File: src/ramio_pkg.sv
// ramio shared definitions
// data widths, load/store type codes and the cache FSM states
package ramio_pkg;

  typedef logic [31:0] addr_t;
  typedef logic [31:0] data_t;
  typedef logic [7:0] byte_t;
  typedef logic [63:0] line_t;
  typedef logic [3:0] byte_en_t;

  // bit 2 flags sign extension, bits 1:0 give the size, 0 is no read
  typedef logic [2:0] read_type_t;
  // 0 is no write
  typedef logic [1:0] write_type_t;

  // size codes, compared against read_type[1:0] and write_type
  localparam logic [1:0] rt_byte = 2'b01;
  localparam logic [1:0] rt_half = 2'b10;
  localparam logic [1:0] rt_word = 2'b11;
  localparam write_type_t wt_byte = 2'b01;
  localparam write_type_t wt_half = 2'b10;
  localparam write_type_t wt_word = 2'b11;

  typedef enum logic [1:0] {idle, fill_wait, write} cache_state_e;

endpackage

File: src/ramio.sv
// load/store front end for the soft processor
// sends memory accesses to the cache and maps the top three
// addresses to the led register and the uart transmitter and receiver
`timescale 1ns/1ps
`default_nettype none

module ramio import ramio_pkg::*; #(
  parameter int unsigned ram_addr_width = 10,
  parameter addr_t top_address = '1
) (
  input wire clk,
  input wire rst_n,
  input wire enable,
  input wire read_type_t read_type,
  input wire write_type_t write_type,
  input wire addr_t address,
  input wire data_t data_in,
  output data_t data_out,
  output logic data_out_ready,
  output logic busy,
  output logic [3:0] led,
  output logic cache_enable,
  output addr_t cache_address,
  output data_t cache_data_in,
  output byte_en_t cache_write_enable,
  input wire data_t cache_data_out,
  input wire cache_data_out_ready,
  input wire cache_busy,
  output byte_t tx_data,
  output logic tx_go,
  input wire tx_bsy,
  input wire byte_t rx_data,
  input wire rx_data_ready,
  output logic rx_go
);

  localparam addr_t addr_led = top_address;
  localparam addr_t addr_uart_out = top_address - 1;
  localparam addr_t addr_uart_in = top_address - 2;

  logic is_io;
  logic led_write;
  logic tx_write;
  logic rx_read;
  // byte handed to the transmitter
  byte_t tx_byte;
  // transmitter busy one cycle ago, for the falling edge
  logic tx_bsy_q;
  // last received byte, cleared when read
  byte_t rx_byte;
  byte_t sel_byte;
  logic [15:0] sel_half;
  logic sign;

  assign is_io = (address == addr_led) || (address == addr_uart_out) ||
                 (address == addr_uart_in);

  // i/o is registers only, never stalls
  assign busy = is_io ? 1'b0 : cache_busy;
  assign data_out_ready = is_io ? 1'b1 : cache_data_out_ready;

  // i/o registers take byte accesses only
  assign led_write = enable && (address == addr_led) && (write_type == wt_byte);
  assign tx_write = enable && (address == addr_uart_out) && (write_type == wt_byte);
  assign rx_read = enable && (address == addr_uart_in) && (read_type[1:0] == rt_byte);

  assign tx_data = tx_byte;
  assign sign = read_type[2];

  // store side: word-aligned address, data replicated, lanes picked by enables
  always_comb begin
    cache_enable = enable && !is_io;
    // upper bits beyond the ram are dropped
    cache_address = addr_t'({address[ram_addr_width+2:2], 2'b00});
    cache_write_enable = '0;
    cache_data_in = '0;
    if (cache_enable) begin
      case (write_type)
        wt_byte: begin
          cache_write_enable = byte_en_t'(4'b0001 << address[1:0]);
          cache_data_in = {4{data_in[7:0]}};
        end
        wt_half: begin
          // odd address is ignored
          if (!address[0]) begin
            cache_write_enable = address[1] ? 4'b1100 : 4'b0011;
            cache_data_in = {2{data_in[15:0]}};
          end
        end
        wt_word: begin
          if (address[1:0] == 2'b00) begin
            cache_write_enable = 4'b1111;
            cache_data_in = data_in;
          end
        end
        default: cache_write_enable = '0;
      endcase
    end
  end

  // load side: pick the lane, then sign or zero extend
  always_comb begin
    sel_byte = cache_data_out[{address[1:0], 3'b000} +: 8];
    sel_half = cache_data_out[{address[1], 4'b0000} +: 16];
    if (address == addr_uart_in) sel_byte = rx_byte;
    else if (address == addr_uart_out) sel_byte = tx_byte;
    else if (address == addr_led) sel_byte = {4'b0000, led};

    data_out = '0;
    if (enable) begin
      case (read_type[1:0])
        rt_byte: data_out = {{24{sign & sel_byte[7]}}, sel_byte};
        rt_half: begin
          if (!address[0] && !is_io) data_out = {{16{sign & sel_half[15]}}, sel_half};
        end
        rt_word: begin
          if (address[1:0] == 2'b00 && !is_io) data_out = cache_data_out;
        end
        default: data_out = '0;
      endcase
    end
  end

  always_ff @(posedge clk or negedge rst_n) begin
    if (!rst_n) begin
      // leds are active low, all off
      led <= 4'b1111;
      tx_byte <= '0;
      tx_go <= 1'b0;
      tx_bsy_q <= 1'b0;
      rx_byte <= '0;
      rx_go <= 1'b1;
    end else begin
      // a read wins, a pending byte is picked up next cycle
      if (rx_read) begin
        rx_byte <= '0;
      end else if (rx_go && rx_data_ready) begin
        // copy and acknowledge, may overrun an unread byte
        rx_byte <= rx_data;
        rx_go <= 1'b0;
      end

      // go low for one cycle only
      if (!rx_go) rx_go <= 1'b1;

      tx_bsy_q <= tx_bsy;
      // frame finished, bsy has just fallen
      if (tx_go && tx_bsy_q && !tx_bsy) begin
        tx_go <= 1'b0;
        tx_byte <= '0;
      end

      // a new byte replaces any pending one
      if (tx_write) begin
        tx_byte <= data_in[7:0];
        tx_go <= 1'b1;
      end

      if (led_write) led <= data_in[3:0];
    end
  end

endmodule

`default_nettype wire

File: config.mk
export PLATFORM = sky130hd
export DESIGN_NAME = ramio
export DESIGN_NICKNAME = d
export VERILOG_FILES = /design/src/ramio_pkg.sv /design/src/ramio.sv
export SDC_FILE = /design/constraint.sdc
export NUM_CORES = 1
export LEC_CHECK = 0
export BUFFER_PORTS_ARGS = -buffer_cell sky130_fd_sc_hd__buf_2
export CAP_MARGIN = 20
export CORE_MARGIN = 1.5
export CORE_UTILIZATION = 37
export CTS_BUF_LIST = sky130_fd_sc_hd__clkbuf_8 sky130_fd_sc_hd__clkbuf_16
export DETAILED_ROUTE_END_ITERATION = 10
export PLACE_DENSITY = 0.78
export SLEW_MARGIN = 15
export SYNTH_ARGS = -nofsm -noshare
export SYNTH_HDL_FRONTEND = slang
export SYNTH_SLANG_ARGS = --single-unit
File: constraint.sdc
create_clock -name clk -period 1.8 [get_ports clk]
set_input_delay 0.18 -clock clk [delete_from_list [all_inputs] [get_ports clk]]
set_output_delay 0.18 -clock clk [all_outputs]
set_load 0.005 [all_outputs]
==> results of run 1 <==
-- cells in the final DEF (no fill, tap or decap), types with 16 or more instances in the layout --
cell	n
a21oi_2	28
buf_4	45
nor2_1	25
dfrtp_1	18
conb_1	21
buf_6	33
a21oi_1	35
nand2_1	50
buf_2	188
a22oi_1	23
a211oi_2	16
-- metal layers --
layer  track usage  vias to the layer above
met3       0.03496                       66
met4        0.1364                        0
met1        0.3317                     1995
met5             0                        -
met2        0.5000                      306
li1              -                     1928
-- kinds of logic after synthesis --
family,share of synthesized area
simple gates,0.2336
compound gates,0.3293
flops,0.1919
mux,0.1040
other cells,0.001237
buf+inv,0.1399
-- state kept, by name, indices dropped and copies added (netlist names) --
signal,flops
led,4
rx_byte,8
rx_go,1
tx_bsy_q,1
tx_data,8
tx_go,1
-- final timing paths --
check,end,slack [ns],cells after the start
setup reg to reg,rx_go$_DFF_PN1_,0.57,2
hold reg to reg,tx_go$_DFFE_PN0P_,0.54,2
hold / removal,tx_bsy_q$_DFF_PN0_,0.04,1
max in group asynchronous,led[2]$_DFFE_PN1P_,1.01,2
setup / recovery,data_out[17],-0.37,9
min in group asynchronous,tx_data[5]$_DFFE_PN0P_,0.43,2
-- critical path, stage by stage --
cell	delay [ns]
buf_2	0.09
nand4_1	0.14
buf_4	0.18
nor4_4	0.34
nand3_2	0.13
a211o_4	0.43
buf_16	0.17
a211oi_4	0.20
buf_2	0.15
-- metrics by stage --
stage / TNS (ns) / setup WS, ns / total power, uW / cell area (um^2)
floorplan: -1.690 / -0.09710 / 946.6 / 3126
global placement: -15.93 / -0.3364 / 1234 / 4285
detailed placement: -16.75 / -0.3821 / 1251 / 4285
CTS: -13.19 / -0.2798 / 1699 / 4980
global route: -24.62 / -0.4563 / 1851 / 5180
finish: -17.76 / -0.3726 / 1756 / 5180
-- power groups by stage --
stage | logic (uW) | clock network, uW | registers, uW
finish | 871 | 314 | 571
floorplan | 381 | 0 | 566
global route | 939 | 339 | 574
global placement | 661 | 0 | 572
CTS | 813 | 319 | 567
detailed placement | 677 | 0 | 574
-- cell type report --
class,count,share of cell area
Sequential cell,23,0.1123
Multi-Input combinational cell,326,0.4708
Inverter,12,0.008696
Antenna cell,1,0.0004831
Tap cell,102,0.02464
Clock buffer,3,0.007971
Timing Repair Buffer,279,0.3742
Clock inverter,1,0.0009662
-- repair_timing --
item	in CTS	in global routing
pin swaps	44	21
buffers inserted	17	8
endpoints found under the setup margin	66	89
gates cloned	5	0
resized for setup	80	35
endpoints found under the hold margin	18	0
hold buffers	1	0
==> out/qor.yml, run 1 <==
logic_synthesis:
  syn_avg_cell_area_um2: 7.467
  ys.flop_type: "dfrtp_1"
  syn_area_um2: 3032
  yosys-top-cells-area: "dfrtp_1 (15%), a21oi_1 (10%), buf_4 (8.2%)"
  yosysMostFrequentCell: "a21oi_1"
  yosys_warnings: 0
  ys_types: 44
  netlist_top_cells_count: "a21oi_1 (63), nand2_1 (55), buf_4 (33)"
  netlist_instances: 406
  ys_ff_latch: 23
  synth-edff-count: 0
  async_flop_share: 1.000
  ys_seq_area_frac: 0.1919
  yosysTopAreaCell: "dfrtp_1"
  synth_top_area_share: 0.1486
route:
  dr_wl_met2_um: 6738
  wl_met1_um: 4656
  wl_per_cell_um: 17.63
  wl_met3_um: 1168
  drt-initial-drc-count: 321
  post-route-drc-count: 0
  vias: 4295
  viasPerCell: 5.750
  firstDrtPassIters: 6
  final_antenna_net_count: 0
  top_layer_used: "met4"
  wirelength_um: 13170
timing:
  max_freq_ghz: 0.4603
  finalHoldViolations: 0
  clock_skew_ns: 0.001158
  finalMaxSlewViolations: 0
  rsz0062_at_grt: "yes"
  worst_pin_slew_ns: 0.6140
  hold_ws_ns: 0.04426
  timing.final.crit_share: 1.207
  setup_ws_ns: -0.3726
  maxSlewHeadroom: 0.5888
  setup_viol: 87
  min_period_ns: 2.173
pwr:
  seq_power_share: 0.325
  powerDensity_nw_per_um2: 338.9
  sw_frac_of_total: 0.3562
  max-vdd-ir-drop_mv: 0.2309
  switchingPower_uw: 625.4
  p_int_uw: 1130
  combPwrFrac: 0.496
  leakagePower_uw: 0.002560
  clkPwrFrac: 0.179
worst_setup_path:
  end_kind: "output port"
  path_max_fanout: 6
  critical_path_class: "primary input to output port"
  timing.rr.start: "rx_go$_DFF_PN1_"
  worstPathRequired_ns: 1.62
  start_kind: "primary input"
  crit_arrival_ns: 1.99
  cp-startpoint: "address[21]"
grt:
  globalRoute.totalOverflow: 0
  grt_max_degree: 35
  grt_pass1_wl_um: 19620
  antenna_found_initial: 1
  grt_pass1_vias: 4065
  grt_usage: 0.2815
flow_run:
  maxCapViolCount: 0
place:
  dp.cells: 715
  placement.io_buffers: 211
  gp_congestion: 0.8864
  dp_hpwl_um: 9418
finish:
  final_core_util: 0.6601
  fin_cells: 747
  multi_input_area_um2: 2439
  syn_to_final_growth_pct: 70.86
  drive_above_1_share: 0.5978
  final_nets: 761
  fill_cells: 652
  seq_area_um2: 581.8
outcome:
  status: "complete, but fails checks"
  violations: "setup timing"
clocking:
  clk_pin_slew_worst_paths_ns: 0.08
  cts_buffers: 3
  clock_sinks: 23
  clkLatencyLatePin_ns: 0.26
  htreeDepth: 1
  clk_path_buf_depth: 2
  clockRootBuffer: "clkbuf_8"
  tritoncts: "yes"
floorplanning:
  initial_core_util: 0.3863
  rows: 32
  io_pins: 233
  die_w_um: 93.52
  die_h_um: 93.52
  die-area_um2: 8746
  coreArea_um2: 7848
min_path:
  worstHoldPathType: "primary input to register"
  hp-start: "tx_bsy"
No activity file was read; power rests on OpenSTA's default activity.
==> run 2: changes to the inputs <==
HOLD_SLACK_MARGIN = 0.05   (was not set)
==> run 2 against run 1 <==
  * Cell count increased by 0.13%
  * The run still ends with setup timing left
  * Setup slack got worse by 0.0037 ns
  * Clock power hardly changed
  * Die area did not move
  * Hold slack gained 0.12 ns
  * Combinational power is essentially flat
  * Non-clock buffer count grew 1
  * Sequential power is essentially flat
  * Critical endpoint unchanged
  * Via count down 0.56%
  * Sequential cell count unchanged
  * Global-route usage rose by 0.051 points
  * Largest cell class unchanged
  * Critical path depth unchanged
==> out/qor.yml, run 2 (synthesis gave the netlist of run 1 again) <==
worst_setup_path:
  start_kind: "primary input"
  worstPathRequired_ns: 1.62
  critical_path_class: "primary input to output port"
  ff2ff_setup_slack_ns: 0.58
  end_kind: "output port"
  path_max_fanout: 6
  r2r_end: "rx_go$_DFF_PN1_"
  reg2reg_depth: 2
  crit_arrival_ns: 2.00
  timing.rr.start: "rx_go$_DFF_PN1_"
grt:
  globalRoute.totalOverflow: 0
  grt_usage: 0.2820
  grt_max_degree: 35
  grt_pass1_wl_um: 19650
  antenna_found_initial: 1
  grt_pass1_vias: 4071
timing:
  rsz0062_at_grt: "yes"
  worst_pin_slew_ns: 0.5934
  setup_viol: 86
  finalSetupTns_ns: -17.67
  setup_ws_ns: -0.3762
  finalMaxSlewViolations: 0
  clock_skew_ns: 0.002336
  hold_ws_ns: 0.1607
  timing.final.crit_share: 1.209
  finalHoldViolations: 0
  max_freq_ghz: 0.4595
  maxSlewHeadroom: 0.6026
  min_period_ns: 2.176
outcome:
  violations: "setup timing"
  status: "complete, but fails checks"
route:
  viasPerCell: 5.710
  wl_per_cell_um: 17.67
  wirelength_um: 13210
  firstDrtPassIters: 6
  final_antenna_net_count: 0
  vias: 4271
  post-route-drc-count: 0
  drt-initial-drc-count: 344
min_path:
  hold_depth: 3
  whs_endpoint: "rx_byte[4]$_DFFE_PN0P_"
  worstHoldPathType: "primary input to register"
  hp-start: "rx_data[4]"
clocking:
  clk_pin_slew_worst_paths_ns: 0.08
  clk_path_buf_depth: 2
  htreeDepth: 1
  cts_buffers: 3
  clock_sinks: 23
  clkLatencyLatePin_ns: 0.26
  clockRootBuffer: "clkbuf_8"
  tritoncts: "yes"
place:
  dp_slack_ns: -0.3821
  dp_hpwl_um: 9418
  dpl_cell_area_um2: 4285
  gp_congestion: 0.8864
  placement.io_buffers: 211
floorplanning:
  die_w_um: 93.52
  initial_core_util: 0.3863
  coreArea_um2: 7848
  die_h_um: 93.52
  die-area_um2: 8746
  io_pins: 233
  rows: 32
finish:
  final_common_cell: "buf_2"
  syn_to_final_growth_pct: 71.19
  fill_cells: 651
  final_core_util: 0.6614
  drive_above_1_share: 0.5969
  final_nets: 762
  design_area_um2: 5190
  final_cell_mix: "buf_2 (188), nand2_1 (50), buf_4 (45)"
pwr:
  leakagePower_uw: 0.002564
  max-vdd-ir-drop_mv: 0.2336
  powerDensity_nw_per_um2: 339.1
flow_run:
  maxCapViolCount: 0
-- run 2: cell types whose count changed in the layout (fill, tap and decap cells not counted), sizes merged --
cell,delta
dlygate4sd3,+1
-- run 2: worst max path at each step --
stage,start,endpoint,slack (ns),cells after the start
finish,address[21],data_out[17],-0.38,9
global route,address[21],data_out[18],-0.46,9
CTS,address[8],data_out[14],-0.28,8
detailed placement,address[16],data_out[7],-0.38,8
global placement,address[16],data_out[8],-0.34,8
floorplan,address[19],data_out[20],-0.1,6
-- run 2: power by group --
group	internal (uW)	switching [uW]	leakage, uW
clock	154	163	0.0000255
combinational	433	439	0.00225
sequential	544	26.6	0.000288
total	1130	628	0.00256
-- run 2: metrics by stage --
| step | total power (uW) | cells |
|---|---|---|
| after floorplan | 946.6 | 426 |
| after global placement | 1234 | 715 |
| after detailed placement | 1251 | 715 |
| after CTS | 1701 | 743 |
| after global routing | 1853 | 748 |
| final | 1760 | 748 |
-- run 2: final cells by class --
class                      count  area [um^2]  share of cell area
clock buffer                   3        41.29            0.007956
antenna                        1        2.502           0.0004822
inverter                      12        45.04            0.008679
clock inverter                 1        5.005           0.0009643
multi-input combinational    326         2439              0.4699
tap                          102        127.6             0.02459
timing repair buffer         280         1948              0.3754
sequential                    23        581.8              0.1121
-- run 2: what timing repair did --
action	in CTS	in global routing
hold buffers	2	0
hold endpoints to repair	19	0
pin swaps	44	21
setup endpoints to repair	66	89
buffers inserted	17	8
gates resized for setup	80	35
cloned	5	0
-- run 2: worst max-delay path: stages --
cell and delay (ns):
buf_2 0.09, nand4_1 0.14, buf_4 0.18, nor4_4 0.34, nand3_2 0.13, a211o_4 0.43, buf_16 0.17, a211oi_4 0.20
buf_2 0.15
-- run 2: per-layer routing --
metal  vias up  share of wire  track usage  wire (um)
li1       1926              -            -          -
met1      2011           0.36       0.3322       4710
met2       280           0.52       0.5012       6847
met3        54          0.083      0.03496       1100
met4         0          0.042       0.1364        554
met5         -              0            0          0
