<file path="config.mk">
export PLATFORM = sky130hd
export DESIGN_NAME = uartrx
export DESIGN_NICKNAME = d
export VERILOG_FILES = /design/src/ramio_pkg.sv /design/src/uartrx.sv
export SDC_FILE = /design/constraint.sdc
export NUM_CORES = 1
export LEC_CHECK = 0
export BUFFER_PORTS_ARGS = -buffer_cell sky130_fd_sc_hd__buf_2
export CORE_ASPECT_RATIO = 2
export CORE_MARGIN = 3
export CORE_UTILIZATION = 45
export CTS_CLUSTER_DIAMETER = 40
export DETAILED_ROUTE_END_ITERATION = 8
export PLACE_DENSITY = 0.65
export SLEW_MARGIN = 20
export SYNTH_ARGS = -nofsm -noshare
export SYNTH_HDL_FRONTEND = slang
export SYNTH_SLANG_ARGS = --single-unit
</file>
<file path="constraint.sdc">
create_clock -name clk -period 2 [get_ports clk]
set_clock_uncertainty 0.15 [all_clocks]
set_input_delay 0.4 -clock clk [delete_from_list [all_inputs] [get_ports clk]]
set_output_delay 0.4 -clock clk [all_outputs]
set_load 0.03 [all_outputs]
</file>
<file path="src/ramio_pkg.sv">
// ramio shared definitions
// data widths, load/store type codes and the cache FSM states
package ramio_pkg;

  typedef logic [31:0] addr_t;
  typedef logic [31:0] data_t;
  typedef logic [7:0] byte_t;
  typedef logic [63:0] line_t;
  typedef logic [3:0] byte_en_t;

  // bit 2 flags sign extension, bits 1:0 give the size, 0 is no read
  typedef logic [2:0] read_type_t;
  // 0 is no write
  typedef logic [1:0] write_type_t;

  // size codes, compared against read_type[1:0] and write_type
  localparam logic [1:0] rt_byte = 2'b01;
  localparam logic [1:0] rt_half = 2'b10;
  localparam logic [1:0] rt_word = 2'b11;
  localparam write_type_t wt_byte = 2'b01;
  localparam write_type_t wt_half = 2'b10;
  localparam write_type_t wt_word = 2'b11;

  typedef enum logic [1:0] {idle, fill_wait, write} cache_state_e;

endpackage

</file>
<file path="src/uartrx.sv">
// uart receiver, 8 data bits, no parity, one stop bit
// samples mid-bit and holds data_ready until go drops
`timescale 1ns/1ps
`default_nettype none

module uartrx import ramio_pkg::*; #(
  parameter int unsigned clock_hz = 50_000_000,
  parameter int unsigned baud_rate = 115_200
) (
  input wire clk,
  input wire rst_n,
  input wire go,
  input wire rx,
  output byte_t data,
  output logic data_ready
);

  localparam int unsigned bit_clks = clock_hz / baud_rate;
  localparam int unsigned half_clks = bit_clks / 2;
  localparam int unsigned cnt_width = $clog2(bit_clks + 1);

  typedef enum logic [1:0] {rx_idle, rx_start, rx_bits, rx_stop} rx_state_e;

  rx_state_e state;
  // two-flop synchroniser on the serial line
  logic rx_meta;
  logic rx_sync;
  logic [cnt_width-1:0] clk_cnt;
  logic [2:0] bit_idx;
  byte_t shift;

  always_ff @(posedge clk or negedge rst_n) begin
    if (!rst_n) begin
      rx_meta <= 1'b1;
      rx_sync <= 1'b1;
    end else begin
      rx_meta <= rx;
      rx_sync <= rx_meta;
    end
  end

  always_ff @(posedge clk or negedge rst_n) begin
    if (!rst_n) begin
      state <= rx_idle;
      clk_cnt <= '0;
      bit_idx <= '0;
      shift <= '0;
      data <= '0;
      data_ready <= 1'b0;
    end else begin
      // acknowledge from the client
      if (!go) data_ready <= 1'b0;

      unique case (state)
        rx_idle: begin
          // falling edge starts a frame
          if (!rx_sync) begin
            state <= rx_start;
            clk_cnt <= '0;
          end
        end
        rx_start: begin
          if (clk_cnt == cnt_width'(half_clks - 1)) begin
            clk_cnt <= '0;
            bit_idx <= '0;
            // glitch shorter than half a bit goes back to idle
            state <= rx_sync ? rx_idle : rx_bits;
          end else begin
            clk_cnt <= clk_cnt + 1'b1;
          end
        end
        rx_bits: begin
          if (clk_cnt == cnt_width'(bit_clks - 1)) begin
            clk_cnt <= '0;
            // lsb first
            shift <= {rx_sync, shift[7:1]};
            if (bit_idx == 3'd7) state <= rx_stop;
            else bit_idx <= bit_idx + 3'd1;
          end else begin
            clk_cnt <= clk_cnt + 1'b1;
          end
        end
        rx_stop: begin
          if (clk_cnt == cnt_width'(bit_clks - 1)) begin
            clk_cnt <= '0;
            state <= rx_idle;
            // framing error drops the byte
            if (rx_sync) begin
              data <= shift;
              data_ready <= 1'b1;
            end
          end else begin
            clk_cnt <= clk_cnt + 1'b1;
          end
        end
        default: state <= rx_idle;
      endcase
    end
  end

endmodule

`default_nettype wire

</file>
==> impl_metrics.yaml, run 1 <==
cts:
  cts.sinks: 33
  cts_tree: "yes"
  postCtsSetupRepairBufs: 0
  clockBufferDepth: 2
  htreeDepth: 2
  path_clk_slew_ps: 70
  cts_buffers: 5
  cts_resized: 0
  clk_latency_ps: 280
  cts_hold_buf: 0
  cts_root_buf: "clkbuf_8"
worst_setup_path:
  path_cells: "inv_1 > ha_1 > and4bb_2 > and2_4 > and4_4 > mux2_4"
  crit_arrival_ps: 1940
  r2r_start: "clk_cnt[1]$_DFFE_PN0P_"
  critPathBufInv: 1
  crit_path_start_kind: "flip-flop"
  worstPathRequired_ps: 2020
  critPathMaxStageDelay_ps: 380
  path_max_fanout: 9
  crit_start: "clk_cnt[1]$_DFFE_PN0P_"
  cp-end-kind: "flip-flop"
  slowest_stage: "dfrtp_1"
  path_delay_family: "simple AND/OR/NAND/NOR gates"
  crit_type: "flip-flop to flip-flop"
pwr:
  vdd_drop_max_uv: 510
  p_leak_nw: 0.930
  p_total_mw: 1.31
  power.density_nw_per_um2: 684
die:
  core_region_area_sq_um: 3490
  ios: 13
  die_h_um: 92.2
  die_w_um: 49.1
  die_area_sq_um: 4520
  num_rows: 30
  initial_utilization_pct: 47.8
synthesis:
  synthDistinctLibCells: 40
  synth_warnings: 0
  synthesis.area_sq_um: 1670
  synthSimpleGateAreaFrac_pct: 15.1
  synth.net_count: 160
  synth_mux_area_share_pct: 12.6
  synth-seq-cells: 33
  avgSynthCellArea_sq_um: 11.1
  yosysSeqAreaShare_pct: 49.6
  synth_compound_gate_area_share_pct: 14.8
  synth_cells: 151
  synthXorXnorAreaFrac_pct: 0
  synth_fa_ha_area_share_pct: 3.75
  synth_top_family_by_area: "simple AND/OR/NAND/NOR gates"
timing:
  finalMaxSlewViolations: 0
  rsz0062_at_grt: "no"
  max_freq_ghz: 0.521
  post-route-period-util_pct: 95.9
  whs_ps: 13.7
  fin_tns_setup_ps: 0
  final_hold_viol_count: 0
  relSlewSlack_pct: 52.4
  worst_slew_pin_slew_ps: 715
  period_minus_slack_ps: 1920
  setup_viol: 0
grt:
  grt_pass1_wl_um: 5520
  grt_max_degree: 34
  grt_use_total_pct: 15.7
  grt_pass1_vias: 1276
  grt.overflow.total: 0
  antenna_found_initial: 0
finish:
  final_layout_size_suffix_gt1_share_pct: 28.7
  final_util_pct: 54.8
  syn2layout_area_growth_pct: 14.6
  diodes: 0
  final_cell_mix: "dfrtp_1, nand2_1, nor2_1"
  final_common_cell: "dfrtp_1"
  nNetsFinal: 179
place:
  port-buffer-count: 12
  gp_congestion: 0.843
  hpwlAfterDp_um: 2310
route:
  drtIter0Drc: 19
  drt-total-wl_um: 3120
  first_pass_iters: 4
  routed-via-count: 1219
  wl_per_cell_um: 14.2
  drt.antenna.violating_nets: 0
  drcViolationCount: 0
  viasPerCell: 5.57
job:
  cap_violations: 0
run_status:
  status: "completed"
hold_path:
  hold_class: "primary input to async pin"
## final timing paths
| check | endpoint | slack [ps] | cells after the start |
|---|---|---|---|
| setup / recovery | data[5]$_DFFE_PN0P_ | 80 | 6 |
| hold / removal | data_ready$_DFF_PN0_ | 10 | 1 |
| setup reg to reg | data[5]$_DFFE_PN0P_ | 80 | 6 |
| hold reg to reg | rx_sync$_DFF_PN1_ | 210 | 0 |
| max in group asynchronous | state[0]$_DFFE_PN0P_ | 1220 | 1 |
| min in group clk | rx_meta$_DFF_PN1_ | 60 | 1 |
## logic make-up (layout without fill, tap and decap cells)
| group | Yosys count | count (layout) |
|---|---|---|
| buffers and inverters | 14 | 34 |
| AND/OR/NAND/NOR | 47 | 47 |
| flip-flops | 33 | 33 |
| multiplexers | 16 | 16 |
| AO/OA/AOI/OAI | 36 | 36 |
| adder cells (fa/ha/maj) | 5 | 5 |
## Yosys cell counts (all sizes together)
| library cell | number | area, sq um |
|---|---|---|
| a211oi | 1 | 7.51 |
| a21o | 1 | 7.51 |
| a21oi | 5 | 25.0 |
| a22oi | 4 | 30.0 |
| a32o | 2 | 20.0 |
| a41o | 1 | 10.0 |
| a41oi | 1 | 8.76 |
| and2 | 1 | 8.76 |
| and2b | 2 | 15.0 |
| and3 | 1 | 6.26 |
| and3b | 1 | 8.76 |
| and4 | 2 | 20.0 |
| and4b | 1 | 10.0 |
| and4bb | 1 | 12.5 |
| buf | 4 | 32.5 |
| clkbuf | 3 | 11.3 |
| dfrtp | 31 | 776 |
| dfstp | 2 | 52.6 |
| ha | 5 | 62.6 |
| inv | 7 | 26.3 |
| mux2 | 16 | 210 |
| nand2 | 14 | 52.6 |
| nand2b | 2 | 12.5 |
| nand3 | 4 | 25.0 |
| nor2 | 13 | 48.8 |
| nor2b | 3 | 18.8 |
| nor3 | 1 | 5.00 |
| nor3b | 1 | 7.51 |
| o2111ai | 1 | 8.76 |
| o211ai | 5 | 37.5 |
| o21ai | 8 | 40.0 |
| o221ai | 1 | 8.76 |
| o22ai | 3 | 18.8 |
| o2bb2ai | 1 | 8.76 |
| o31ai | 1 | 7.51 |
| o32ai | 1 | 8.76 |
## metal layers
metal	part of all wire [%]	GRT usage, %	vias to the layer above	wire length [um]
li1	-	-	587	-
met1	39	15.4	603	1220
met2	55	29.0	21	1720
met3	2.9	3.58	8	89
met4	2.8	9.03	0	86
met5	0	0	-	0
## power breakdown
| part | switching, mW | internal [mW] | total [mW] |
|---|---|---|---|
| logic | 0.0129 | 0.00225 | 0.0152 |
| registers | 0.00200 | 0.671 | 0.673 |
| clock network | 0.248 | 0.372 | 0.621 |
## worst reg2reg max path, delay by kind of cell, from the launching register on
family	cells	cell delay, ps
and+or+nand+nor	3	750
DFF	1	380
buffers and inverters	1	80
adders and majority gates	1	130
muxes	1	320
## metrics by stage
| step | instances | worst slack, ps | instance area, sq um |
|---|---|---|---|
| 4_1_cts | 219 | 81.6 | 1910 |
| 2_1_floorplan | 151 | 2.01 | 1670 |
| 3_3_place_gp | 211 | 134 | 1800 |
| 5_1_grt | 219 | 14.9 | 1910 |
| 3_5_place_dp | 211 | 81.8 | 1800 |
| 6_report | 219 | 82.3 | 1910 |
## area by class of cell
class	count	area [sq um]
clock buffer	5	68.8
clock inverter	3	46.3
fill	305	1580
inverter	7	26.3
multi-input combinational	104	772
sequential	33	828
tap	48	60.1
timing repair buffer	19	113
## sequential cells by signal, indices dropped and copies added, names as in the netlist, named ones only
name,cells
bit_idx,3
rx_meta,1
rx_sync,1
shift,8
data_ready,1
clk_cnt,9
state,1
data,8
No activity file was read; power rests on OpenSTA's default activity.
==> inputs of run 2 (changes only) <==
--- a/config.mk
+++ b/config.mk
@@ -11,7 +11,6 @@
 export CORE_UTILIZATION = 45
 export CTS_CLUSTER_DIAMETER = 40
 export DETAILED_ROUTE_END_ITERATION = 8
-export PLACE_DENSITY = 0.65
 export SLEW_MARGIN = 20
 export SYNTH_ARGS = -nofsm -noshare
 export SYNTH_HDL_FRONTEND = slang
==> constraint.sdc (replaced) <==
create_clock -name clk -period 2.12 [get_ports clk]
set_clock_uncertainty 0.15 [all_clocks]
set_input_delay 0.424 -clock clk [delete_from_list [all_inputs] [get_ports clk]]
set_output_delay 0.424 -clock clk [all_outputs]
set_load 0.03 [all_outputs]
==> run 2 against run 1 <==
  * Via count is 3.4% lower
  * Total power decreased by 3.7%
  * Sequential cell count is the same
  * Critical path depth unchanged
  * Clock power down 2%
  * Die area unchanged
  * Highest routed layer unchanged
  * Largest power group unchanged
  * Sequential power down 5.6%
  * Largest cell class unchanged
  * Critical path type unchanged
  * First-iteration DRC count fell by 5.3%
==> impl_metrics.yaml, run 2 (same netlist as run 1, synthesis figures left out) <==
run_status:
  status: "completed"
die:
  die_h_um: 92.2
  initial_utilization_pct: 47.8
  die_area_sq_um: 4520
  die_w_um: 49.1
  core_region_area_sq_um: 3490
  ios: 13
  num_rows: 30
pwr:
  switchingPower_mw: 0.242
  seq_power_share_pct: 50.4
  combPwrFrac_pct: 1.1
  power.density_nw_per_um2: 663
  clkPwrFrac_pct: 48.5
  p_sw_share_pct: 19.2
  p_leak_nw: 0.923
  p_int_mw: 1.02
  vdd_drop_max_uv: 516
place:
  placed_cells: 209
  gp_congestion: 0.780
  hpwlAfterDp_um: 2310
  port-buffer-count: 12
timing:
  relSlewSlack_pct: 52.3
  worst_slew_pin_slew_ps: 716
  finalMaxSlewViolations: 0
  period_minus_slack_ps: 2030
  final_hold_viol_count: 0
  setup_viol: 0
  max_freq_ghz: 0.492
  fin_tns_setup_ps: 0
  rsz0062_at_grt: "no"
  post-route-period-util_pct: 95.9
route:
  first_pass_iters: 4
  drcViolationCount: 0
  drtIter0Drc: 18
  routed-via-count: 1177
  drt-total-wl_um: 3160
  viasPerCell: 5.42
  drt.antenna.violating_nets: 0
  wl_per_cell_um: 14.6
finish:
  nNetsFinal: 177
  largest_register_ffs: 9
  regMostFlops: "clk_cnt"
  final_layout_size_suffix_gt1_share_pct: 27.2
  final_common_cell: "dfrtp_1"
  diodes: 0
  syn2layout_area_growth_pct: 13.8
  regArea_sq_um: 828
  final_util_pct: 54.4
  reg_top3: "clk_cnt x9, data x8, shift x8"
  multi_input_area_sq_um: 772
  fillerInstances: 309
  final_cell_mix: "dfrtp_1, nand2_1, nor2_1"
  finalNonFillerCells: 217
grt:
  grt.met1_usage_pct: 18.8
  grt_pass1_wl_um: 5920
  grt.overflow.total: 0
  gr-max-usage-layer: "met2"
  met2_usage_pct: 27.6
  antenna_found_initial: 0
  grt_pass1_vias: 1259
  grt_use_total_pct: 16.9
  grt_max_degree: 34
  met3_usage_pct: 4.39
cts:
  cts.sinks: 33
  clk_latency_ps: 290
  clockBufferDepth: 2
  cts_hold_buf: 0
  cts_root_buf: "clkbuf_8"
  cts_tree: "yes"
  cts_buffers: 5
  postCtsSetupRepairBufs: 0
  path_clk_slew_ps: 70
  htreeDepth: 2
  cts_resized: 0
job:
  cap_violations: 0
worst_setup_path:
  worstPathRequired_ps: 2140
  reg2reg_depth: 6
  crit_arrival_ps: 2050
  crit_type: "flip-flop to flip-flop"
  path_max_fanout: 10
  rr_endpoint: "data[1]$_DFFE_PN0P_"
  rrSetupSlack_ps: 90
  crit_start: "clk_cnt[1]$_DFFE_PN0P_"
  cp-end-kind: "flip-flop"
  crit_path_start_kind: "flip-flop"
  r2r_start: "clk_cnt[1]$_DFFE_PN0P_"
hold_path:
  hold_class: "primary input to async pin"
==> run 2: changes by cell type in the layout (fill, tap and decap cells not counted), sizes merged <==
cell      delta
buf          -2
clkinvlp     -1
clkinv       -1
clkbuf       +2
==> run 2: cell type report <==
cell class,count,area share [%]
inverters,7,1.38
repair buffers,17,5.13
multi-input cells,104,40.6
well taps,48,3.16
flip-flops and latches,33,43.6
clock inverters,1,1.58
clock buffers,7,4.54
==> run 2: power by group through the flow <==
stage / Sequential (mW) / Clock [mW] / Combinational, mW
finish: 0.635 / 0.611 / 0.0143
global route: 0.635 / 0.657 / 0.0172
CTS: 0.635 / 0.627 / 0.0158
detailed placement: 0.647 / 0 / 0.0156
global placement: 0.647 / 0 / 0.0151
floorplan: 0.646 / 0 / 0.000389
==> run 2: layer usage <==
| layer | wire [um] | vias up |
|---|---|---|
| met2 | 1680 | 18 |
| li1 | - | 577 |
| met5 | 0 | - |
| met4 | 110 | 0 |
| met3 | 84 | 10 |
| met1 | 1290 | 572 |
==> run 2: how the worst max path moves through the flow <==
| stage | endpoint | slack, ps |
|---|---|---|
| 2_1_floorplan | data[0]$_DFFE_PN0P_ | 110 |
| 3_3_place_gp | data[6]$_DFFE_PN0P_ | 130 |
| 3_5_place_dp | data[3]$_DFFE_PN0P_ | 80 |
| 4_1_cts | data[1]$_DFFE_PN0P_ | 80 |
| 5_1_grt | data[1]$_DFFE_PN0P_ | 1 |
| 6_report | data[1]$_DFFE_PN0P_ | 90 |
==> run 2: per-stage QoR <==
| step | power [mW] | hold WS [ps] | worst slack (ps) | area [sq um] |
|---|---|---|---|---|
| after floorplan | 0.646 | -21.6 | 112 | 1670 |
| after global placement | 0.662 | 197 | 130 | 1780 |
| after detailed placement | 0.662 | 199 | 80.6 | 1780 |
| after CTS | 1.28 | 66.8 | 75.3 | 1900 |
| after global routing | 1.31 | 72.4 | 1.10 | 1900 |
| final | 1.26 | 34.9 | 86.8 | 1900 |
==> run 2: critical path: stages, from the launching register on <==
cell and delay, ps:
dfrtp_1 420, inv_1 90, ha_1 130, and4bb_2 250, and2_4 200, and4_4 360, mux2_4 320
