### src/ramio_pkg.sv
// ramio shared definitions
// data widths, load/store type codes and the cache FSM states
package ramio_pkg;

  typedef logic [31:0] addr_t;
  typedef logic [31:0] data_t;
  typedef logic [7:0] byte_t;
  typedef logic [63:0] line_t;
  typedef logic [3:0] byte_en_t;

  // bit 2 flags sign extension, bits 1:0 give the size, 0 is no read
  typedef logic [2:0] read_type_t;
  // 0 is no write
  typedef logic [1:0] write_type_t;

  // size codes, compared against read_type[1:0] and write_type
  localparam logic [1:0] rt_byte = 2'b01;
  localparam logic [1:0] rt_half = 2'b10;
  localparam logic [1:0] rt_word = 2'b11;
  localparam write_type_t wt_byte = 2'b01;
  localparam write_type_t wt_half = 2'b10;
  localparam write_type_t wt_word = 2'b11;

  typedef enum logic [1:0] {idle, fill_wait, write} cache_state_e;

endpackage

### src/cache.sv
// direct-mapped write-through cache
// 32-bit byte-enabled client port, one 64-bit burst word per line
// misses fill from burst ram, writes allocate and go through as whole lines
`timescale 1ns/1ps
`default_nettype none

module cache import ramio_pkg::*; #(
  parameter int unsigned ram_addr_width = 10,
  parameter int unsigned line_index_width = 2
) (
  input wire clk,
  input wire rst_n,
  input wire enable,
  input wire addr_t address,
  input wire data_t data_in,
  input wire byte_en_t write_enable,
  output data_t data_out,
  output logic data_out_ready,
  output logic busy,
  output logic br_cmd,
  output logic br_cmd_en,
  output logic [ram_addr_width-1:0] br_addr,
  output line_t br_wr_data,
  output logic [7:0] br_data_mask,
  input wire line_t br_rd_data,
  input wire br_rd_data_valid
);

  localparam int unsigned num_lines = 2 ** line_index_width;
  localparam int unsigned tag_width = ram_addr_width - line_index_width;

  line_t lines [num_lines];
  logic [tag_width-1:0] tags [num_lines];
  logic [num_lines-1:0] valid;
  cache_state_e state;

  // double-word address in burst ram, split into tag and index
  logic [ram_addr_width-1:0] line_addr;
  logic [line_index_width-1:0] index;
  logic [tag_width-1:0] tag;
  line_t cur_line;
  line_t merged;
  logic hit;
  logic is_write;
  logic miss_start;
  logic write_hit;
  logic fill_done;

  assign line_addr = address[ram_addr_width+2:3];
  assign index = line_addr[line_index_width-1:0];
  assign tag = line_addr[ram_addr_width-1:line_index_width];
  assign cur_line = lines[index];
  assign hit = valid[index] && (tags[index] == tag);
  assign is_write = (write_enable != '0);

  assign miss_start = (state == idle) && enable && !hit;
  assign write_hit = (state == idle) && enable && hit && is_write;
  assign fill_done = (state == fill_wait) && br_rd_data_valid;

  // address bit 2 picks the word within the line
  assign data_out = address[2] ? cur_line[63:32] : cur_line[31:0];

  // whole lines are written
  assign br_data_mask = '0;

  // merge enabled bytes into the selected word of the line
  always_comb begin
    merged = cur_line;
    for (int i = 0; i < 4; i++) begin
      if (write_enable[i]) merged[32 * address[2] + 8 * i +: 8] = data_in[8 * i +: 8];
    end
  end

  always_comb begin
    data_out_ready = 1'b0;
    busy = 1'b0;
    unique case (state)
      idle: begin
        if (enable) begin
          // read hit completes now, everything else stalls
          if (hit && !is_write) data_out_ready = 1'b1;
          else busy = 1'b1;
        end
      end
      fill_wait: busy = 1'b1;
      // write command is on the bus this cycle
      write: data_out_ready = enable;
      default: busy = 1'b0;
    endcase
  end

  always_ff @(posedge clk or negedge rst_n) begin
    if (!rst_n) begin
      state <= idle;
      valid <= '0;
      br_cmd_en <= 1'b0;
    end else begin
      // commands are single-cycle pulses
      br_cmd_en <= 1'b0;
      unique case (state)
        idle: begin
          if (miss_start) begin
            // write misses also fill first, then retry as a hit
            state <= fill_wait;
            br_cmd_en <= 1'b1;
          end else if (write_hit) begin
            state <= write;
            br_cmd_en <= 1'b1;
          end
        end
        fill_wait: begin
          if (br_rd_data_valid) begin
            valid[index] <= 1'b1;
            state <= idle;
          end
        end
        write: state <= idle;
        default: state <= idle;
      endcase
    end
  end

  // line storage and command payload
  always_ff @(posedge clk) begin
    if (miss_start) begin
      br_cmd <= 1'b0;
      br_addr <= line_addr;
    end
    if (write_hit) begin
      br_cmd <= 1'b1;
      br_addr <= line_addr;
      br_wr_data <= merged;
      lines[index] <= merged;
    end
    if (fill_done) begin
      lines[index] <= br_rd_data;
      tags[index] <= tag;
    end
  end

endmodule

`default_nettype wire

### config.mk
export PLATFORM = sky130hd
export DESIGN_NAME = cache
export DESIGN_NICKNAME = d
export VERILOG_FILES = /design/src/ramio_pkg.sv /design/src/cache.sv
export SDC_FILE = /design/constraint.sdc
export NUM_CORES = 1
export LEC_CHECK = 0
export BUFFER_PORTS_ARGS = -buffer_cell sky130_fd_sc_hd__clkbuf_2
export CAP_MARGIN = 20
export CORE_ASPECT_RATIO = 1.2
export CORE_MARGIN = 5
export CORE_UTILIZATION = 51
export DETAILED_ROUTE_END_ITERATION = 12
export GPL_TIMING_DRIVEN = 0
export PLACE_DENSITY_LB_ADDON = 0.3
export SYNTH_ARGS = -nofsm -noshare
export SYNTH_HDL_FRONTEND = slang
export SYNTH_SLANG_ARGS = --single-unit
### constraint.sdc
create_clock -name clk -period 3.7 [get_ports clk]
set_input_delay 0.185 -clock clk [delete_from_list [all_inputs] [get_ports clk]]
set_output_delay 0.185 -clock clk [all_outputs]
set_load 0.05 [all_outputs]
==> impl_metrics.toml, run 1 <==
[worst_setup_path]
path_max_fanout = 34
slowest_stage = "nor2b_2"
critPathRequiredTime_ns = 3.89
cp-start-kind = "input port"
reg2reg_depth = 5
path_delay_family = "buffers and inverters"
path_cells = "dlygate4sd3_1 > clkbuf_2 > buf_6 > buf_8 > buf_2 > buf_2 > nor2b_1 > nor2b_2 > a31o_4 > buf_12"
worst-setup-path-type = "in -> reg"
reg2reg_from = "state[1]"
rrSetupSlack_ns = 0.39
crit_buf_inv = 7
regToRegEndpoint = "lines[1][62]"
end_kind = "register"
max_stage_delay_ns = 0.54
cp.arrival_ns = 3.53
cp_common_cell = "buf_2"

[clock_tree]
htreeDepth = 2
worstSkewPairLatency_ns = 0.52
clock_path_buffers = 3
clkSinkCount = 370
cts_made_buffers = 36
clk_pin_slew_ns = 0.06
tritoncts = "done"
root_buffer = "clkbuf_16"

[yosys]
synthArstFlopShare_pct = 1.89
synth_area_sq_um = 15200
synth_cell_type_count = 41
seq_area_frac_synth_pct = 72.7
syn_inst = 720
synth_edf_count = 362
ys.flop_type = "edfxtp_1"
ys_ff_latch = 370
ys_warn_count = 0
synth.avg_cell_area_sq_um = 21.1

[job]
drv_cap = 0

[floorplanning]
ios = 254
initial_utilization_pct = 51.6
core-area_sq_um = 29500
row_count = 69
die_w_um = 168
die_h_um = 199
dieArea_sq_um = 33400

[timing]
skew_ns = 0.0161
worst_pin_slew_ns = 1.07
min_period_ns = 3.34
max_slew_margin_pct = 28.7
period_share_pct = 90.2
tns_ns = 0
timing.fmax_mhz = 300
rsz0062_at_grt = "no"
whs_ns = 0.0138
timing_hold_violations_final = 0
maxSlewViolCount = 0
setup_viol = 0
setup_slack_ns = 0.364

[drt]
firstDrtPassIters = 4
vias_per_cell = 5.50
wl_per_cell_um = 24.0
wl_um = 34600
post-route-drc-count = 0
drt_iter0_markers = 592
num_vias = 7923
final_antenna_net_count = 0

[finish]
drive_above_1_share_pct = 52.6
nets = 1159
fill_cells = 2138
diodes = 0
final_area_sq_um = 18600
area_growth_pct = 22.0

[power_and_ir_drop]
p_leak_uw = 0.00657
power.density_nw_per_um2 = 525
swShare_pct = 22.9
comb_power_share_pct = 11.2
sequentialPowerShare_pct = 49.6
clock_power_share_pct = 39.2
report.power.total_uw = 9750
p_int_uw = 7520
power_switching_uw = 2240
ir_drop_v = 0.000356

[placement]
placement.io_buffers = 224
placed_area_sq_um = 17000
globalplace.congestion = 0.749
place_hpwl_um = 22600
pre_cts_ws_ns = 0.0241

[grt]
grt_util_all_layers_pct = 20.5
grt-ovfl-total = 0
grt_pass1_wl_um = 50600
grt_pass1_vias = 8396
grt_max_degree = 55
antenna_found_initial = 1

[worst_hold_path]
hp-class = "in -> reg"
hold_start = "data_in[23]"
holdPathEnd = "br_wr_data[55]"
hold_depth = 2

[outcome]
outcome = "finished clean"
-- registers in the layout, summed over array words and instances (netlist names) --
signal      count
lines         256
br_wr_data     64
tags           32
br_addr        10
valid           4
state           2
br_cmd          1
br_cmd_en       1
-- cells by family after synthesis --
family / share of synthesized area [%]
compound gates: 0.912
buf+inv: 1.52
other cells: 0.0246
mux: 22.2
simple gates: 1.63
flops: 72.7
xor+xnor: 0.978
-- synth_stat cells, types with 2 or more instances --
master	count	area [sq um]
a31o_1	3	26.3
and2_1	2	12.5
buf_2	11	55.1
buf_4	8	60.1
buf_6	2	22.5
clkbuf_1	19	71.3
dfrtp_1	7	175
edfxtp_1	362	10900
mux2_2	160	1800
mux2i_1	12	120
mux4_2	65	1460
nand2_1	6	22.5
nand2b_1	4	25.0
nand3b_1	2	15.0
nor2_1	8	30.0
nor2b_1	5	31.3
nor3_1	3	15.0
or2_1	2	12.5
or2_2	2	12.5
xnor2_1	14	123
xor2_1	3	26.3
-- power groups by stage --
stage | combinational (uW) | clock (uW) | sequential (uW)
CTS | 1110 | 3890 | 4840
global placement | 1040 | 0 | 4930
global route | 1160 | 4080 | 4840
finish | 1090 | 3830 | 4840
detailed placement | 1080 | 0 | 4930
floorplan | 689 | 0 | 4960
-- cell type report --
type                       instances  area [sq um]  share of cell area, %
sequential                       370         11100                   59.6
tap                              390           488                   2.63
timing repair buffer             258          1530                   8.26
buffer                            42           228                   1.23
clock inverter                    26           305                   1.64
inverter                           1          3.75                 0.0202
clock buffer                      40           947                   5.10
multi-input combinational        314          4000                   21.5
-- per-stage QoR --
stage | cells | util [%]
3_3_place_gp | 1341 | 57.1
3_5_place_dp | 1346 | 57.7
4_1_cts | 1441 | 62.9
6_report | 1441 | 62.9
5_1_grt | 1441 | 62.9
2_1_floorplan | 727 | -
-- per-layer routing --
layer / wire length [um] / vias to the layer above / GRT usage, %
li1: - / 3547 / -
met1: 13700 / 4042 / 26.4
met4: 718 / 2 / 5.08
met2: 17700 / 282 / 36.2
met5: 13 / - / 0
met3: 2470 / 50 / 4.29
-- what timing repair did --
| action | 4_1_cts | 5_1_grt |
|---|---|---|
| gates resized for setup | 0 | 1 |
| buffers inserted | 0 | 0 |
| endpoints found under the setup margin | 0 | 34 |
| hold buffers | 29 | 0 |
| endpoints found under the hold margin | 76 | 0 |
-- how the worst max path moves through the flow --
stage,from,cells past startpoint,slack [ns],end
floorplan,state[1],4,0.15,lines[0][0]
global placement,state[1],4,-1.93,lines[0][57]
detailed placement,address[4],9,0.02,lines[2][62]
CTS,address[4],10,0.03,lines[2][30]
global route,state[1],5,0.19,lines[1][0]
finish,address[4],10,0.36,lines[2][30]
-- placed cells by master (no fill, tap or decap), drive strengths merged, types with 4 or more instances in the layout --
cell type / n
nand2b: 4
nand2: 6
edfxtp: 362
mux2: 160
or2: 4
inv: 5
dfrtp: 7
clkinv: 13
nor2: 8
dlygate4sd3: 29
bufinv: 6
mux4: 65
buf: 28
nor3: 4
conb: 8
nor2b: 5
xnor2: 14
mux2i: 12
clkbuf: 283
No activity file was read; power rests on OpenSTA's default activity.
==> run 2, diff against run 1 <==
--- a/config.mk
+++ b/config.mk
@@ -8,7 +8,7 @@
 export BUFFER_PORTS_ARGS = -buffer_cell sky130_fd_sc_hd__clkbuf_2
 export CAP_MARGIN = 20
 export CORE_ASPECT_RATIO = 1.2
-export CORE_MARGIN = 5
+export CORE_MARGIN = 10
 export CORE_UTILIZATION = 51
 export DETAILED_ROUTE_END_ITERATION = 12
 export GPL_TIMING_DRIVEN = 0
==> constraint.sdc (replaced) <==
create_clock -name clk -period 3.7 [get_ports clk]
set_input_delay 0.37 -clock clk [delete_from_list [all_inputs] [get_ports clk]]
set_output_delay 0.37 -clock clk [all_outputs]
set_load 0.05 [all_outputs]
==> run 2 against run 1 <==
  * Clock power is 1% lower
  * Largest cell class unchanged
  * Fmax is 3.7% lower
  * Routed wire length is 4.6% higher
  * Hold slack better by 0.050 ns
  * Total power is 0.59% lower
  * Highest routed layer unchanged
  * Sequential share of layout area is 0.89 points higher
  * Via count hardly changed
==> impl_metrics.toml, run 2 (synthesis gave the netlist of run 1 again) <==
[outcome]
outcome = "finished clean"

[grt]
grt-ovfl-total = 0
grt_util_all_layers_pct = 19.4
grt_pass1_wl_um = 53500
antenna_found_initial = 2
grt_pass1_vias = 8605
grt_max_degree = 47

[power_and_ir_drop]
ir_drop_v = 0.000360
comb_power_share_pct = 11.0
swShare_pct = 22.9
clock_power_share_pct = 39.1
p_int_uw = 7480
power.density_nw_per_um2 = 530
p_leak_uw = 0.00646
power_switching_uw = 2220
sequentialPowerShare_pct = 49.9

[drt]
drt_iter0_markers = 374
num_vias = 7928
vias_per_cell = 5.60
wl_per_cell_um = 25.5
post-route-drc-count = 0
final_antenna_net_count = 0
firstDrtPassIters = 5
wl_um = 36200

[finish]
area.sequential_sq_um = 11100
area_growth_pct = 20.2
final_common_cell = "edfxtp_1"
top_register = "lines"
final_cell_mix = "edfxtp_1 (362), clkbuf_2 (224), mux2_2 (160)"
drive_above_1_share_pct = 53.3
post_layout_nonfiller_instances = 1416
nets = 1135
largest_register_ffs = 256
final_area_sq_um = 18300
multi_input_area_sq_um = 3990
final_util_pct = 62.0
fill_cells = 2139
largestRegisters = "lines: 256 flops, br_wr_data: 64 flops, tags: 32 flops"

[worst_setup_path]
reg2reg_depth = 5
regToRegEndpoint = "lines[2][62]"
path_max_fanout = 33
reg2reg_from = "state[1]"
rrSetupSlack_ns = 0.24
end_kind = "register"
cp-start-kind = "register"
worst-setup-path-type = "reg -> reg"
critPathRequiredTime_ns = 3.90
cp.arrival_ns = 3.67

[worst_hold_path]
hp-class = "in -> reg"
hold_depth = 1
hold_start = "address[4]"
holdPathEnd = "br_addr[1]"

[clock_tree]
clock_path_buffers = 3
tritoncts = "done"
cts_made_buffers = 38
htreeDepth = 2
post_cts_buffers = 0
clk_pin_slew_ns = 0.06
root_buffer = "clkbuf_16"
worstSkewPairLatency_ns = 0.52
clkSinkCount = 370

[placement]
place_hpwl_um = 24300
globalplace.congestion = 0.752
placed_area_sq_um = 17000
placement.io_buffers = 224
placed_cells = 1347

[timing]
min_period_ns = 3.46
timing_hold_violations_final = 0
timing.fmax_mhz = 289
skew_ns = 0.0119
maxSlewViolCount = 0
max_slew_margin_pct = 25.5
period_share_pct = 93.6
worst_pin_slew_ns = 1.11
setup_viol = 0
rsz0062_at_grt = "no"
whs_ns = 0.0633

[floorplanning]
ios = 254
dieArea_sq_um = 37200
die_h_um = 209
core-area_sq_um = 29500
initial_utilization_pct = 51.6
die_w_um = 178
row_count = 69

[job]
drv_cap = 0
## run 2: power groups by stage
stage | logic, uW | registers, uW | clock network, uW
2_1_floorplan | 689 | 4960 | 0
3_3_place_gp | 1050 | 4930 | 0
4_1_cts | 1080 | 4840 | 3850
3_5_place_dp | 1080 | 4930 | 0
6_report | 1070 | 4840 | 3790
5_1_grt | 1150 | 4850 | 4010
## run 2: critical path, stage by stage, from the launching register on
cell and delay, ns:
dfrtp_1 0.42, nand3b_1 0.32, buf_1 0.45, nor2b_1 0.99
a31o_4 0.60, buf_12 0.30
## run 2: worst max path at each step
stage / startpoint / endpoint / cells past startpoint
global route: state[1] / lines[2][30] / 5
floorplan: address[9] / br_wr_data[0] / 7
finish: state[1] / lines[2][62] / 5
CTS: state[1] / lines[2][27] / 5
detailed placement: address[4] / lines[2][62] / 9
global placement: address[4] / lines[2][62] / 8
## run 2: metrics by stage
step / power, uW / worst slack (ns) / setup TNS, ns
after floorplan: 5650 / 0.0128 / 0
after global placement: 5980 / -2.09 / -500.73
after detailed placement: 6010 / -0.271 / -8.79
after CTS: 9780 / 0.183 / 0
after global routing: 10000 / 0.0392 / 0
final: 9700 / 0.237 / 0
## run 2: layout make-up
type / count / share of cell area [%]
clock inverters: 18 / 0.732
flip-flops and latches: 370 / 60.5
multi-input cells: 314 / 21.8
plain buffers: 42 / 1.24
diodes: 1 / 0.0137
clock buffers: 48 / 6.09
repair buffers: 232 / 6.94
well taps: 390 / 2.67
inverters: 1 / 0.0205
## run 2: per-layer routing
metal	GRT usage, %	part of all wire (%)
met4	5.30	2.1
met5	0	0.028
met2	32.5	51
met1	24.7	39
met3	4.65	8.1
## run 2: repair_timing
action | 4_1_cts | 5_1_grt
gates resized for setup | 0 | 0
hold buffers | 1 | 0
hold endpoints to repair | 7 | 0
==> run 3, diff against run 2 <==
--- a/config.mk
+++ b/config.mk
@@ -7,9 +7,9 @@
 export LEC_CHECK = 0
 export BUFFER_PORTS_ARGS = -buffer_cell sky130_fd_sc_hd__clkbuf_2
 export CAP_MARGIN = 20
-export CORE_ASPECT_RATIO = 1.2
+export CORE_ASPECT_RATIO = 1.1
 export CORE_MARGIN = 10
-export CORE_UTILIZATION = 51
+export CORE_UTILIZATION = 56
 export DETAILED_ROUTE_END_ITERATION = 12
 export GPL_TIMING_DRIVEN = 0
 export PLACE_DENSITY_LB_ADDON = 0.3
==> constraint.sdc (replaced) <==
create_clock -name clk -period 3.65 [get_ports clk]
set_input_delay 0.365 -clock clk [delete_from_list [all_inputs] [get_ports clk]]
set_output_delay 0.365 -clock clk [all_outputs]
set_load 0.05 [all_outputs]
==> run 3 against run 2 <==
  * First-iteration DRC count is 30% higher
  * Clock power shrank 6.1%
  * Global-route usage is 1.1 points higher
  * Cell area down 0.95%
  * Core utilization grew 5.5 points
  * Flip-flop and latch count did not move
  * Total power decreased by 1.6%
  * Non-clock buffer count is 1 lower
  * Critical path depth did not move
  * Routed wire length down 2.7%
  * Critical path type unchanged
  * Largest cell class unchanged
==> impl_metrics.toml, run 3 (synthesis gave the netlist of run 1 again) <==
[timing]
tns_ns = 0
timing.fmax_mhz = 296
max_slew_margin_pct = 29.4
period_share_pct = 92.6
timing_hold_violations_final = 0
worst_pin_slew_ns = 1.06
min_period_ns = 3.38
skew_ns = 0.0191
setup_viol = 0
whs_ns = 0.0692
maxSlewViolCount = 0
rsz0062_at_grt = "no"

[worst_hold_path]
hp-class = "in -> reg"

[finish]
largestRegisters = "lines: 256 flops, br_wr_data: 64 flops, tags: 32 flops"
area.sequential_sq_um = 11100
final_area_sq_um = 18100
nets = 1133
fill_cells = 1827
drive_above_1_share_pct = 53.0
multi_input_area_sq_um = 3990
area_growth_pct = 19.1
final_util_pct = 67.4
final_cell_mix = "edfxtp_1 (362), clkbuf_2 (224), mux2_2 (160)"
final_common_cell = "edfxtp_1"
top_register = "lines"
largest_register_ffs = 256

[clock_tree]
htreeDepth = 2
tritoncts = "done"
post_cts_buffers = 0
worstSkewPairLatency_ns = 0.52
cts_made_buffers = 37
root_buffer = "clkbuf_16"
ctsResizeCount = 0
clkSinkCount = 370
clk_pin_slew_ns = 0.06
clock_path_buffers = 3

[power_and_ir_drop]
power.density_nw_per_um2 = 527
sequentialPowerShare_pct = 51.4
ir_drop_v = 0.000483
clock_power_share_pct = 37.3
p_leak_uw = 0.00639
power_switching_uw = 2240
p_int_uw = 7310
swShare_pct = 23.5
comb_power_share_pct = 11.3

[worst_setup_path]
worst-setup-path-type = "reg -> reg"
path_cells = "nand3b_1 > buf_1 > nor2b_1 > a31o_4 > buf_12"
cp-start-kind = "register"
slowest_stage = "nor2b_1"
max_stage_delay_ns = 0.94
path_max_fanout = 35
end_kind = "register"
critPathRequiredTime_ns = 3.85
cp.arrival_ns = 3.58

[drt]
firstDrtPassIters = 5
wl_um = 35200
post-route-drc-count = 0
num_vias = 7875
final_antenna_net_count = 0
vias_per_cell = 5.69
drt_iter0_markers = 485
wl_per_cell_um = 25.4

[outcome]
outcome = "finished clean"

[floorplanning]
ios = 254
die_h_um = 193
dieArea_sq_um = 34200
core-area_sq_um = 26900
row_count = 63
initial_utilization_pct = 56.6
die_w_um = 177

[grt]
grt-ovfl-total = 0
grt_util_all_layers_pct = 20.5
grt_pass1_wl_um = 52300
antenna_found_initial = 6
grt_max_degree = 42
grt_pass1_vias = 8455

[placement]
placed_area_sq_um = 17000
place_hpwl_um = 23900
globalplace.congestion = 0.750
placement.io_buffers = 224

[job]
drv_cap = 0
==> run 3: final timing paths <==
check	end	slack, ns	start	cells after the start
setup reg to reg	lines[2][62]	0.27	state[1]	5
setup / recovery	lines[2][62]	0.27	state[1]	5
hold / removal	br_addr[1]	0.07	address[4]	1
hold reg to reg	valid[1]	0.46	valid[1]	1
min in group asynchronous	valid[2]	0.24	rst_n	2
max in group asynchronous	valid[3]	3.24	rst_n	2
==> run 3: timing repair <==
action	CTS	global route
hold buffers	1	0
setup endpoints to repair	0	0
endpoints found under the hold margin	7	0
==> run 3: critical path: cells and delay by family (launching register included) <==
kind,cells,cell delay [ns]
and+or+nand+nor,2,1.29
buffers and inverters,2,0.77
AOI/OAI and AO/OA,1,0.55
DFF,1,0.42
==> run 3: through the flow <==
stage          std cells  power [uW]  setup WS, ns
2_1_floorplan        727        5730       -0.0318
3_3_place_gp        1308        6050         -1.98
3_5_place_dp        1314        6080        -0.171
4_1_cts             1383        9620         0.273
5_1_grt             1383        9870         0.125
6_report            1385        9550         0.269
==> run 3: metal layers <==
metal	global-route usage, %	vias up	part of all wire (%)
li1	-	3501	-
met1	26.3	4027	40
met2	34.5	292	50
met3	5.81	47	8.4
met4	4.11	8	1.3
met5	0	-	0.15
==> run 3: cell type report <==
class                   instances  share of cell area (%)
flip-flops and latches        370                    61.1
repair buffers                231                    6.86
multi-input cells             314                    22.0
diodes                          2                  0.0276
well taps                     357                    2.46
clock buffers                  45                    5.51
inverters                       1                  0.0207
clock inverters                23                   0.780
plain buffers                  42                    1.26
==> run 3: power by group through the flow <==
stage | Combinational (uW) | Sequential (uW) | Clock, uW
floorplan | 698 | 5030 | 0
CTS | 1090 | 4910 | 3620
detailed placement | 1090 | 5000 | 0
global route | 1150 | 4910 | 3800
finish | 1080 | 4900 | 3560
global placement | 1050 | 5000 | 0
